--- src/histPkg.sv ---
package histPkg;

    // ----------------------------------------------------------------------
    // histogram geometry
    // ----------------------------------------------------------------------

    localparam int BIN_W = 4;             // a bin is picked by the top pixel bits.
    localparam int NUM_BINS = 1 << BIN_W;
    localparam int COUNT_W = 16;          // counters wrap at this width.

    // ----------------------------------------------------------------------
    // word buffer between the assembler and the binner
    // ----------------------------------------------------------------------

    localparam int FIFO_DEPTH = 4;
    localparam int FIFO_PTR_W = $clog2(FIFO_DEPTH);
    localparam int FIFO_CNT_W = $clog2(FIFO_DEPTH + 1);

    typedef logic [BIN_W-1:0] binIdx_t;
    typedef logic [COUNT_W-1:0] binCount_t;

    // The binner spends one cycle per pixel after leaving IDLE.
    typedef enum logic [1:0] {
        IDLE,
        PIX0,
        PIX1,
        PIX2
    } binState_t;

endpackage

--- src/sensorPkg.sv ---
package sensorPkg;

    // ----------------------------------------------------------------------
    // sample and pixel widths
    // ----------------------------------------------------------------------

    localparam int SAMPLE_W = 10;        // width of one raw detector sample.
    localparam int PIXEL_W = SAMPLE_W;   // the mean of two samples keeps the sample width.

    // ----------------------------------------------------------------------
    // pixel packing into one RAM word
    // ----------------------------------------------------------------------

    localparam int PIXELS_PER_WORD = 3;
    localparam int SLOT_W = $clog2(PIXELS_PER_WORD);  // slot counter width in the assembler.

    typedef logic [SAMPLE_W-1:0] sample_t;
    typedef logic [PIXEL_W-1:0] pixel_t;

    // pix0 sits in the low bits, as the readout side expects.
    typedef struct packed {
        pixel_t pix2;   // last pixel in time.
        pixel_t pix1;
        pixel_t pix0;   // first pixel in time.
    } pixelWord_t;

endpackage

--- src/hisBuilderTop.sv ---
`timescale 1ns/1ps

module hisBuilderTop (
    input  logic               clk,
    input  logic               reset,
    input  logic               wrEn,
    input  sensorPkg::sample_t data,
    input  logic               histEnable,
    input  logic               histClear,
    input  histPkg::binIdx_t   binSel,
    output histPkg::binCount_t binCount,
    output logic               overflow,
    output logic               histIdle
);
    import sensorPkg::*;

    logic       wordValid;
    pixelWord_t word;
    pixelWord_t headWord;
    logic       notEmpty;
    logic       pop;
    logic       binnerIdle;

    // ----------------------------------------------------------------------
    // producer, buffer and consumer
    // ----------------------------------------------------------------------

    pixelAssembler assembler_i (
        .clk       (clk),
        .reset     (reset),
        .wrEn      (wrEn),
        .data      (data),
        .wordValid (wordValid),
        .word      (word)
    );

    pixelWordFifo fifo_i (
        .clk      (clk),
        .reset    (reset),
        .wrEn     (wordValid),
        .wrWord   (word),
        .pop      (pop),
        .headWord (headWord),
        .notEmpty (notEmpty),
        .overflow (overflow)
    );

    histogramBinner binner_i (
        .clk        (clk),
        .reset      (reset),
        .notEmpty   (notEmpty),
        .headWord   (headWord),
        .histEnable (histEnable),
        .histClear  (histClear),
        .binSel     (binSel),
        .pop        (pop),
        .binCount   (binCount),
        .idle       (binnerIdle)
    );

    assign histIdle = binnerIdle && !notEmpty;  // nothing left to bin anywhere.

endmodule

--- src/histogramBinner.sv ---
`timescale 1ns/1ps

module histogramBinner (
    input  logic                  clk,
    input  logic                  reset,
    input  logic                  notEmpty,
    input  sensorPkg::pixelWord_t headWord,
    input  logic                  histEnable,
    input  logic                  histClear,
    input  histPkg::binIdx_t      binSel,
    output logic                  pop,
    output histPkg::binCount_t    binCount,
    output logic                  idle
);
    import sensorPkg::*;
    import histPkg::*;

    binState_t  state;
    pixelWord_t wordReg;                 // word being binned, taken at the pop.
    pixel_t     curPixel;
    binIdx_t    curBin;
    binCount_t  counts [NUM_BINS];

    // The bin is the top BIN_W bits of the pixel.
    function automatic binIdx_t topBin(input pixel_t p);
        return binIdx_t'(p >> (PIXEL_W - BIN_W));
    endfunction

    assign pop = (state == IDLE) && notEmpty && histEnable;
    assign idle = (state == IDLE);

    // ----------------------------------------------------------------------
    // word walk
    // ----------------------------------------------------------------------

    always_ff @(posedge clk) begin
        if (reset) begin
            state <= IDLE;
        end else begin
            case (state)
                IDLE: begin
                    if (pop) begin
                        state <= PIX0;
                    end
                end
                PIX0:    state <= PIX1;
                PIX1:    state <= PIX2;
                default: state <= IDLE;  // PIX2 finishes the word.
            endcase
        end
    end

    always_ff @(posedge clk) begin
        if (pop) begin
            wordReg <= headWord;
        end
    end

    // pixels are visited in time order, one per cycle.
    always_comb begin
        case (state)
            PIX0:    curPixel = wordReg.pix0;
            PIX1:    curPixel = wordReg.pix1;
            default: curPixel = wordReg.pix2;
        endcase
    end

    assign curBin = topBin(curPixel);

    // ----------------------------------------------------------------------
    // counters
    // ----------------------------------------------------------------------

    // A clear on the same edge as an increment wins, so that increment is lost.
    always_ff @(posedge clk) begin
        if (reset || histClear) begin
            for (int i = 0; i < NUM_BINS; i++) begin
                counts[i] <= '0;
            end
        end else if (state != IDLE) begin
            counts[curBin] <= counts[curBin] + 1'b1;  // wraps at full scale.
        end
    end

    assign binCount = counts[binSel];  // host readout has no latency.

endmodule

--- src/pixelAssembler.sv ---
`timescale 1ns/1ps

module pixelAssembler (
    input  logic                 clk,
    input  logic                 reset,
    input  logic                 wrEn,
    input  sensorPkg::sample_t   data,
    output logic                 wordValid,
    output sensorPkg::pixelWord_t word
);
    import sensorPkg::*;

    typedef enum logic {
        FIRST,
        SECOND
    } pairState_t;

    pairState_t        state;
    logic [SLOT_W-1:0] slot;        // which pix field the next pixel goes into.
    sample_t           firstSample; // held until its partner arrives.
    logic [SAMPLE_W:0] sum;
    pixel_t            pixel;
    pixelWord_t        wordReg;

    // ----------------------------------------------------------------------
    // pixel value
    // ----------------------------------------------------------------------

    // The sum needs one extra bit so that two full-scale samples do not wrap.
    assign sum = {1'b0, firstSample} + {1'b0, data};
    assign pixel = pixel_t'(sum >> 1);  // dropping the low bit gives the floor of the mean.

    // ----------------------------------------------------------------------
    // pairing and slot control
    // ----------------------------------------------------------------------

    always_ff @(posedge clk) begin
        if (reset) begin
            state <= FIRST;
            slot <= '0;
            wordValid <= 1'b0;
        end else begin
            wordValid <= 1'b0;  // strobe lasts a single cycle.
            if (wrEn) begin
                case (state)
                    FIRST: begin
                        state <= SECOND;
                    end
                    default: begin
                        state <= FIRST;
                        if (slot == SLOT_W'(PIXELS_PER_WORD - 1)) begin
                            slot <= '0;
                            wordValid <= 1'b1;  // the word is complete after this edge.
                        end else begin
                            slot <= slot + 1'b1;
                        end
                    end
                endcase
            end
        end
    end

    // ----------------------------------------------------------------------
    // payload
    // ----------------------------------------------------------------------

    // The next pix0 can only land two samples after the strobe, so the word
    // stays stable while the buffer takes it.
    always_ff @(posedge clk) begin
        if (wrEn && state == FIRST) begin
            firstSample <= data;
        end
        if (wrEn && state == SECOND) begin
            case (slot)
                SLOT_W'(0): wordReg.pix0 <= pixel;
                SLOT_W'(1): wordReg.pix1 <= pixel;
                default:    wordReg.pix2 <= pixel;
            endcase
        end
    end

    assign word = wordReg;

endmodule

--- src/pixelWordFifo.sv ---
`timescale 1ns/1ps

module pixelWordFifo (
    input  logic                  clk,
    input  logic                  reset,
    input  logic                  wrEn,
    input  sensorPkg::pixelWord_t wrWord,
    input  logic                  pop,
    output sensorPkg::pixelWord_t headWord,
    output logic                  notEmpty,
    output logic                  overflow
);
    import sensorPkg::*;
    import histPkg::*;

    pixelWord_t          mem [FIFO_DEPTH];
    logic [FIFO_PTR_W-1:0] wrPtr;
    logic [FIFO_PTR_W-1:0] rdPtr;
    logic [FIFO_CNT_W-1:0] count;   // words currently held.
    logic                  full;
    logic                  doWrite;
    logic                  doPop;

    assign full = (count == FIFO_CNT_W'(FIFO_DEPTH));
    assign notEmpty = (count != '0);
    assign doWrite = wrEn && !full;  // a write into a full buffer is lost.
    assign doPop = pop && notEmpty;

    // head is read straight from the array, so it falls through with no latency.
    assign headWord = mem[rdPtr];

    // ----------------------------------------------------------------------
    // storage
    // ----------------------------------------------------------------------

    always_ff @(posedge clk) begin
        if (doWrite) begin
            mem[wrPtr] <= wrWord;
        end
    end

    // ----------------------------------------------------------------------
    // pointers, occupancy and overflow
    // ----------------------------------------------------------------------

    always_ff @(posedge clk) begin
        if (reset) begin
            wrPtr <= '0;
            rdPtr <= '0;
            count <= '0;
            overflow <= 1'b0;
        end else begin
            if (doWrite) begin
                wrPtr <= (wrPtr == FIFO_PTR_W'(FIFO_DEPTH - 1)) ? '0 : wrPtr + 1'b1;
            end
            if (doPop) begin
                rdPtr <= (rdPtr == FIFO_PTR_W'(FIFO_DEPTH - 1)) ? '0 : rdPtr + 1'b1;
            end
            case ({doWrite, doPop})
                2'b10:   count <= count + 1'b1;
                2'b01:   count <= count - 1'b1;
                default: count <= count;  // both or neither leave the level unchanged.
            endcase
            if (wrEn && full) begin
                overflow <= 1'b1;  // sticky until the next reset.
            end
        end
    end

endmodule

--- config.mk ---
export PLATFORM = sky130hd
export DESIGN_NAME = hisBuilderTop
export DESIGN_NICKNAME = d
export VERILOG_FILES = /design/src/histPkg.sv /design/src/sensorPkg.sv /design/src/hisBuilderTop.sv /design/src/histogramBinner.sv /design/src/pixelAssembler.sv /design/src/pixelWordFifo.sv
export SDC_FILE = /design/constraint.sdc
export NUM_CORES = 1
export LEC_CHECK = 0
export BUFFER_PORTS_ARGS = -buffer_cell sky130_fd_sc_hd__buf_2
export CAP_MARGIN = 10
export CORE_ASPECT_RATIO = 0.9
export CORE_MARGIN = 3
export CORE_UTILIZATION = 45
export CTS_CLUSTER_SIZE = 28
export DETAILED_ROUTE_END_ITERATION = 8
export PLACE_DENSITY_LB_ADDON = 0.15
export RECOVER_POWER = 50
export SLEW_MARGIN = 40
export SYNTH_ARGS = -nofsm -noshare
export SYNTH_HDL_FRONTEND = slang
export SYNTH_SLANG_ARGS = --single-unit
--- constraint.sdc ---
create_clock -name clk -period 6.4 [get_ports clk]
set_input_delay 1.28 -clock clk [delete_from_list [all_inputs] [get_ports clk]]
set_output_delay 1.28 -clock clk [all_outputs]
set_load 0.1 [all_outputs]
==> results of run 1 <==
## sequential cells by signal, indices dropped and copies added (netlist names)
| register | count |
|---|---|
| binner_i.counts | 256 |
| fifo_i.mem | 48 |
| assembler_i.word | 12 |
| binner_i.wordReg | 12 |
| assembler_i.firstSample | 10 |
| fifo_i.count | 3 |
| assembler_i.slot | 2 |
| binner_i.state | 2 |
| fifo_i.rdPtr | 2 |
| fifo_i.wrPtr | 2 |
| assembler_i.state | 1 |
| assembler_i.wordValid | 1 |
| fifo_i.overflow | 1 |
## tightest hold or removal path, cell delays in order (launching register included)
cell and delay, ns:
dfxtp_1 0.33, a31oi_1 0.04, nor2_1 0.07
## power by group
group | switching, uW | internal [uW] | total [uW]
Clock | 942 | 1330 | 2280
Sequential | 43.0 | 2600 | 2640
Combinational | 271 | 128 | 399
## kinds of logic after synthesis
logic type               count (synthesis)
adder cells (fa/ha/maj)                 21
flip-flops                             352
AND/OR/NAND/NOR                        517
multiplexers                           112
XOR/XNOR                                18
AO/OA/AOI/OAI                          192
buffers and inverters                  173
## metrics by stage
stage	worst slack [ns]	instance area [um2]	utilization, %	std cells	hold WS (ns)
after floorplan	1.615	17700	-	1385	0.4361
after global placement	1.491	18530	48.09	1895	0.4529
after detailed placement	1.374	18570	48.17	1895	0.4547
after CTS	1.356	19850	51.49	1967	0.4793
after global routing	0.6499	19740	51.22	1967	0.5108
final	0.7751	19740	51.22	1967	0.4790
## area by class of cell
type | instances | area, um2 | area share [%]
clock buffer | 49 | 1055 | 5.343
inverter | 57 | 214.0 | 1.084
tap | 525 | 656.9 | 3.327
clock inverter | 23 | 226.5 | 1.147
timing repair buffer | 101 | 660.6 | 3.346
sequential | 352 | 10430 | 52.83
multi-input combinational | 860 | 6499 | 32.92
## cell usage after synthesis (all sizes together) (10+ instances only)
library cell	number	area (um2)
a211oi	89	668.1
a21oi	34	230.2
a311oi	44	385.4
and3	10	62.56
buf	60	385.4
clkbuf	56	210.2
dfxtp	14	280.3
edfxtp	338	10150
ha	20	250.2
inv	57	214.0
mux2i	12	120.1
mux4	100	2252
nand2	176	663.1
nand3	24	120.1
nor2	269	1012
nor4	13	148.9
xnor2	11	96.34
## routing by layer
metal / vias to the layer above / GRT usage, % / part of all wire (%)
li1: 5235 / - / -
met1: 6156 / 38.80 / 41
met2: 675 / 39.87 / 45
met3: 107 / 5.594 / 11
met4: 0 / 8.125 / 2.7
met5: - / 0 / 0
## how the worst min path moves through the flow
stage	cells after the start	to	slack, ns
floorplan	1	assembler_i.wordValid	0.44
global placement	2	fifo_i.overflow	0.45
detailed placement	2	fifo_i.overflow	0.45
CTS	2	fifo_i.overflow	0.48
global route	1	assembler_i.wordValid	0.51
finish	2	fifo_i.overflow	0.48
==> impl_metrics.env, run 1 <==
export IMPL_total_power_uw=5318
export IMPL_fin_nets=1451
export IMPL_cts_root_buffer="clkbuf_16"
export IMPL_finalMaxSlewViolations=154
export IMPL_crit_type="reg -> reg"
export IMPL_r2r_slack_ns=0.78
export IMPL_synth_top_family_by_area="multiplexers"
export IMPL_worst_setup_path_end_kind="register"
export IMPL_synth_fa_ha_area_share_pct=1.527
export IMPL_worst_slew_pin_slew_ns=1.792
export IMPL_path_max_fanout=82
export IMPL_synth_compound_area_share_pct=8.385
export IMPL_violations="max-capacitance violations, max-slew violations"
export IMPL_avgSynthCellArea_um2=12.78
export IMPL_rsz0062_at_grt="false"
export IMPL_cp_num_buf_inv=5
export IMPL_postCtsSetupBuffers=0
export IMPL_fp_dieH_um=194.1
export IMPL_cp_start_kind="register"
export IMPL_grt_pass1_vias=11740
export IMPL_fillers=3320
export IMPL_status="complete, but fails checks"
export IMPL_fin_crit_sh_pct=87.89
export IMPL_clk_path_buf_depth=3
export IMPL_synth_simple_gate_area_share_pct=12.24
export IMPL_synth_xor_area_share_pct=0.9332
export IMPL_synth_edf_count=338
export IMPL_fp_row_count=68
export IMPL_yosysSeqAreaShare_pct=58.93
export IMPL_antenna_found_initial=1
export IMPL_synth_async_reset_ratio_pct=0
export IMPL_area_growth_pct=11.54
export IMPL_crit_family="buffers and inverters"
export IMPL_initial_utilization_pct=45.92
export IMPL_slew_limit_headroom_pct=-19.44
export IMPL_hp_start="fifo_i.overflow"
export IMPL_num_vias=12170
export IMPL_layout_common_cells="edfxtp_1, nor2_1, nand2_1"
export IMPL_ys_warn_count=0
export IMPL_firstDrtPassIters=5
export IMPL_cp_data_required_time_ns=6.56
export IMPL_timing_hold_violations_final=0
export IMPL_ys_seq_elements=352
export IMPL_viasPerCell=6.189
export IMPL_grt_pass1_wl_um=81200
export IMPL_setup_viol=0
export IMPL_cts_htree_levels=2
export IMPL_crit_start="binner_i.state[0]"
export IMPL_syn_nets=1425
export IMPL_max_cap_violations=9
export IMPL_grt_max_degree=83
export IMPL_syn_inst=1385
export IMPL_ir_worst_vdd_mv=0.2241
export IMPL_crit_path_end="binner_i.counts[11][3]"
export IMPL_port_buffers=36
export IMPL_synthesis_area_um2=17700
export IMPL_powerDensity_nw_per_um2=269.4
export IMPL_dieArea_um2=41750
export IMPL_r2r_start="binner_i.state[0]"
export IMPL_core_area_um2=38540
export IMPL_drtAntennaViolNets=0
export IMPL_hold_path_class="reg -> reg"
export IMPL_fin_tns_setup_ns=0
export IMPL_io_pins=37
export IMPL_gp_congestion=0.8674
export IMPL_cts_clk_slew_worst_paths_ns=0.06
export IMPL_drive_above_1_share_pct=18.24
export IMPL_max_stage_delay_ns=1.10
export IMPL_ctsResizeCount=0
export IMPL_overflow=0
export IMPL_muxShareOfSynthArea_pct=13.40
export IMPL_crit_path_top_delay_cell="clkbuf_1"
export IMPL_rr_worst_depth=11
export IMPL_synthDistinctLibCells=52
export IMPL_timing_fmax_ghz=0.1778
export IMPL_drtIter0Drc=1403
export IMPL_hold_buffers=0
export IMPL_routed_wl_um=55100
export IMPL_hpwl_um=33290
export IMPL_clkLatencyLatePin_ns=0.57
export IMPL_cp_data_arrival_time_ns=5.78
export IMPL_p_leak_uw=0.006831
export IMPL_period_needed_ns=5.625
export IMPL_cts_buffers=39
export IMPL_wl_per_cell_um=28.01
export IMPL_r2r_end="binner_i.counts[11][3]"
export IMPL_synth_flop_cell="edfxtp_1"
export IMPL_worst_path_stages=11
export IMPL_fin_skew_ns=0.02226
export IMPL_drc_errors=0
export IMPL_final_common_cell="edfxtp_1"
export IMPL_grt_total_usage_pct=26.44
export IMPL_crit_chain="inv_1 -> ha_1 -> a22o_1 -> buf_4 -> a21o_4 -> buf_12 -> and3_1 -> nand2_1 -> clkbuf_1 -> nand2_1 -> clkbuf_1"
export IMPL_n_antenna_cell=0
export IMPL_cts_num_sinks=352
export IMPL_die_w_um=215.0
export IMPL_tritoncts="yes"
No activity file was read; power rests on OpenSTA's default activity.
==> run 2, diff against run 1 <==
- CTS_BUF_LIST: unset -> sky130_fd_sc_hd__clkbuf_8 sky130_fd_sc_hd__clkbuf_16
- RECOVER_POWER: 50 -> 100
==> run 2 against run 1 <==
  * The flow still finishes with violations (max-capacitance violations, max-slew violations)
  * Clock skew down 0.0016 ns
  * Cell count did not move
  * Non-clock buffer count stayed put
  * Core utilization down 0.33 points
  * Setup slack worse by 0.0029 ns
  * Count of clock-buffer cells in the layout shrank 7
  * Via count rose by 0.21%
==> impl_metrics.env, run 2 (synthesis results as in run 1) <==
export IMPL_initial_utilization_pct=45.92
export IMPL_whs_path_depth=2
export IMPL_fin_nets=1451
export IMPL_hpwl_um=33290
export IMPL_power_frac_comb_pct=7.4
export IMPL_r2r_end="binner_i.counts[11][3]"
export IMPL_ctsResizeCount=0
export IMPL_period_needed_ns=5.628
export IMPL_num_vias=12200
export IMPL_drtIter0Drc=1377
export IMPL_worst_slew_pin_slew_ns=1.748
export IMPL_die_w_um=215.0
export IMPL_clkLatencyLatePin_ns=0.57
export IMPL_top_register="binner_i.counts"
export IMPL_port_buffers=36
export IMPL_post_place_ws_ns=1.374
export IMPL_cts_buffers=39
export IMPL_reg_top3="binner_i.counts x256, fifo_i.mem x48"
export IMPL_cts_num_sinks=352
export IMPL_p_leak_uw=0.006764
export IMPL_p_clk_share_pct=42.7
export IMPL_grt_max_degree=83
export IMPL_powerDensity_nw_per_um2=270.2
export IMPL_p_seq_share_pct=49.8
export IMPL_gp_congestion=0.8674
export IMPL_timing_fmax_ghz=0.1777
export IMPL_cts_root_buffer="clkbuf_16"
export IMPL_hold_path_class="reg -> reg"
export IMPL_antenna_found_initial=1
export IMPL_rsz0062_at_grt="false"
export IMPL_routed_wl_um=55200
export IMPL_slew_limit_headroom_pct=-16.54
export IMPL_hold_buffers=0
export IMPL_cts_clk_slew_worst_paths_ns=0.06
export IMPL_finalMaxSlewViolations=136
export IMPL_postCtsSetupBuffers=0
export IMPL_crit_type="reg -> reg"
export IMPL_fin_crit_sh_pct=87.93
export IMPL_firstDrtPassIters=7
export IMPL_r2r_slack_ns=0.77
export IMPL_fp_dieH_um=194.1
export IMPL_core_area_um2=38540
export IMPL_dieArea_um2=41750
export IMPL_fp_row_count=68
export IMPL_cp_data_required_time_ns=6.55
export IMPL_largest_register_ffs=256
export IMPL_swShare_pct=23.71
export IMPL_tritoncts="yes"
export IMPL_area_growth_pct=10.83
export IMPL_grt_total_usage_pct=26.44
export IMPL_cp_start_kind="register"
export IMPL_path_max_fanout=82
export IMPL_setup_viol=0
export IMPL_overflow=0
export IMPL_wl_per_cell_um=28.06
export IMPL_drive_above_1_share_pct=15.60
export IMPL_total_power_uw=5301
export IMPL_viasPerCell=6.201
export IMPL_hold_end="fifo_i.overflow"
export IMPL_status="complete, but fails checks"
export IMPL_hp_start="fifo_i.overflow"
export IMPL_cts_htree_levels=2
export IMPL_timing_final_ws_setup_ns=0.7722
export IMPL_drc_errors=0
export IMPL_layout_common_cells="edfxtp_1, nor2_1, nand2_1"
export IMPL_rr_worst_depth=11
export IMPL_grt_pass1_vias=11740
export IMPL_final_common_cell="edfxtp_1"
export IMPL_clk_path_buf_depth=3
export IMPL_n_antenna_cell=0
export IMPL_p_int_uw=4044
export IMPL_grt_pass1_wl_um=81200
export IMPL_ir_worst_vdd_mv=0.2234
export IMPL_io_pins=37
export IMPL_drtAntennaViolNets=0
export IMPL_fin_tns_setup_ns=0
export IMPL_worst_setup_path_end_kind="register"
export IMPL_fin_skew_ns=0.02064
export IMPL_fin_hold_ws_ns=0.4825
export IMPL_violations="max-capacitance violations, max-slew violations"
export IMPL_timing_hold_violations_final=0
export IMPL_p_switching_uw=1257
export IMPL_cp_data_arrival_time_ns=5.78
export IMPL_r2r_start="binner_i.state[0]"
export IMPL_max_cap_violations=8
[run 2: power groups by stage]
stage               logic [uW]  clock network, uW  registers [uW]
finish                     393               2270            2640
global placement           399                  0            2680
detailed placement         400                  0            2690
CTS                        402               2300            2640
floorplan                  280                  0            2670
global route               414               2380            2650
[run 2: how the worst max path moves through the flow]
stage	to	cells past startpoint	slack, ns	start
floorplan	binCount[0]	4	1.62	binSel[0]
global placement	binner_i.counts[4][15]	13	1.49	binner_i.state[0]
detailed placement	binner_i.counts[4][15]	13	1.37	binner_i.state[0]
CTS	binner_i.counts[4][15]	13	1.36	binner_i.state[0]
global route	binner_i.counts[2][13]	13	0.49	binner_i.state[0]
finish	binner_i.counts[11][3]	11	0.77	binner_i.state[0]
[run 2: cell type report]
| type | instances | area [um2] |
|---|---|---|
| Clock buffer | 42 | 1028 |
| Multi-Input combinational cell | 860 | 6464 |
| Tap cell | 525 | 656.9 |
| Inverter | 57 | 214.0 |
| Sequential cell | 352 | 10430 |
| Timing Repair Buffer | 101 | 569.3 |
| Clock inverter | 30 | 252.7 |
| Fill cell | 3355 | 18930 |
[run 2: per-stage QoR]
stage / util [%] / instances / instance area (um2)
4_1_cts: 51.49 / 1967 / 19850
5_1_grt: 50.89 / 1967 / 19620
2_1_floorplan: - / 1385 / 17700
6_report: 50.89 / 1967 / 19620
3_5_place_dp: 48.17 / 1895 / 18570
3_3_place_gp: 48.09 / 1895 / 18530
[run 2: layer usage]
metal	GRT usage (%)	routed length, um
met1	38.80	23020
met2	39.87	24930
met3	5.594	5834
met4	8.125	1417
met5	0	0
[run 2: worst max-delay path, cell delays in order (launching register included)]
cell,delay (ns)
dfxtp_1,0.33
inv_1,0.11
ha_1,0.24
a22o_1,0.72
buf_4,0.39
a21o_4,0.45
buf_12,0.35
and3_1,0.31
nand2_1,0.07
clkbuf_1,0.62
nand2_1,0.36
clkbuf_1,1.13
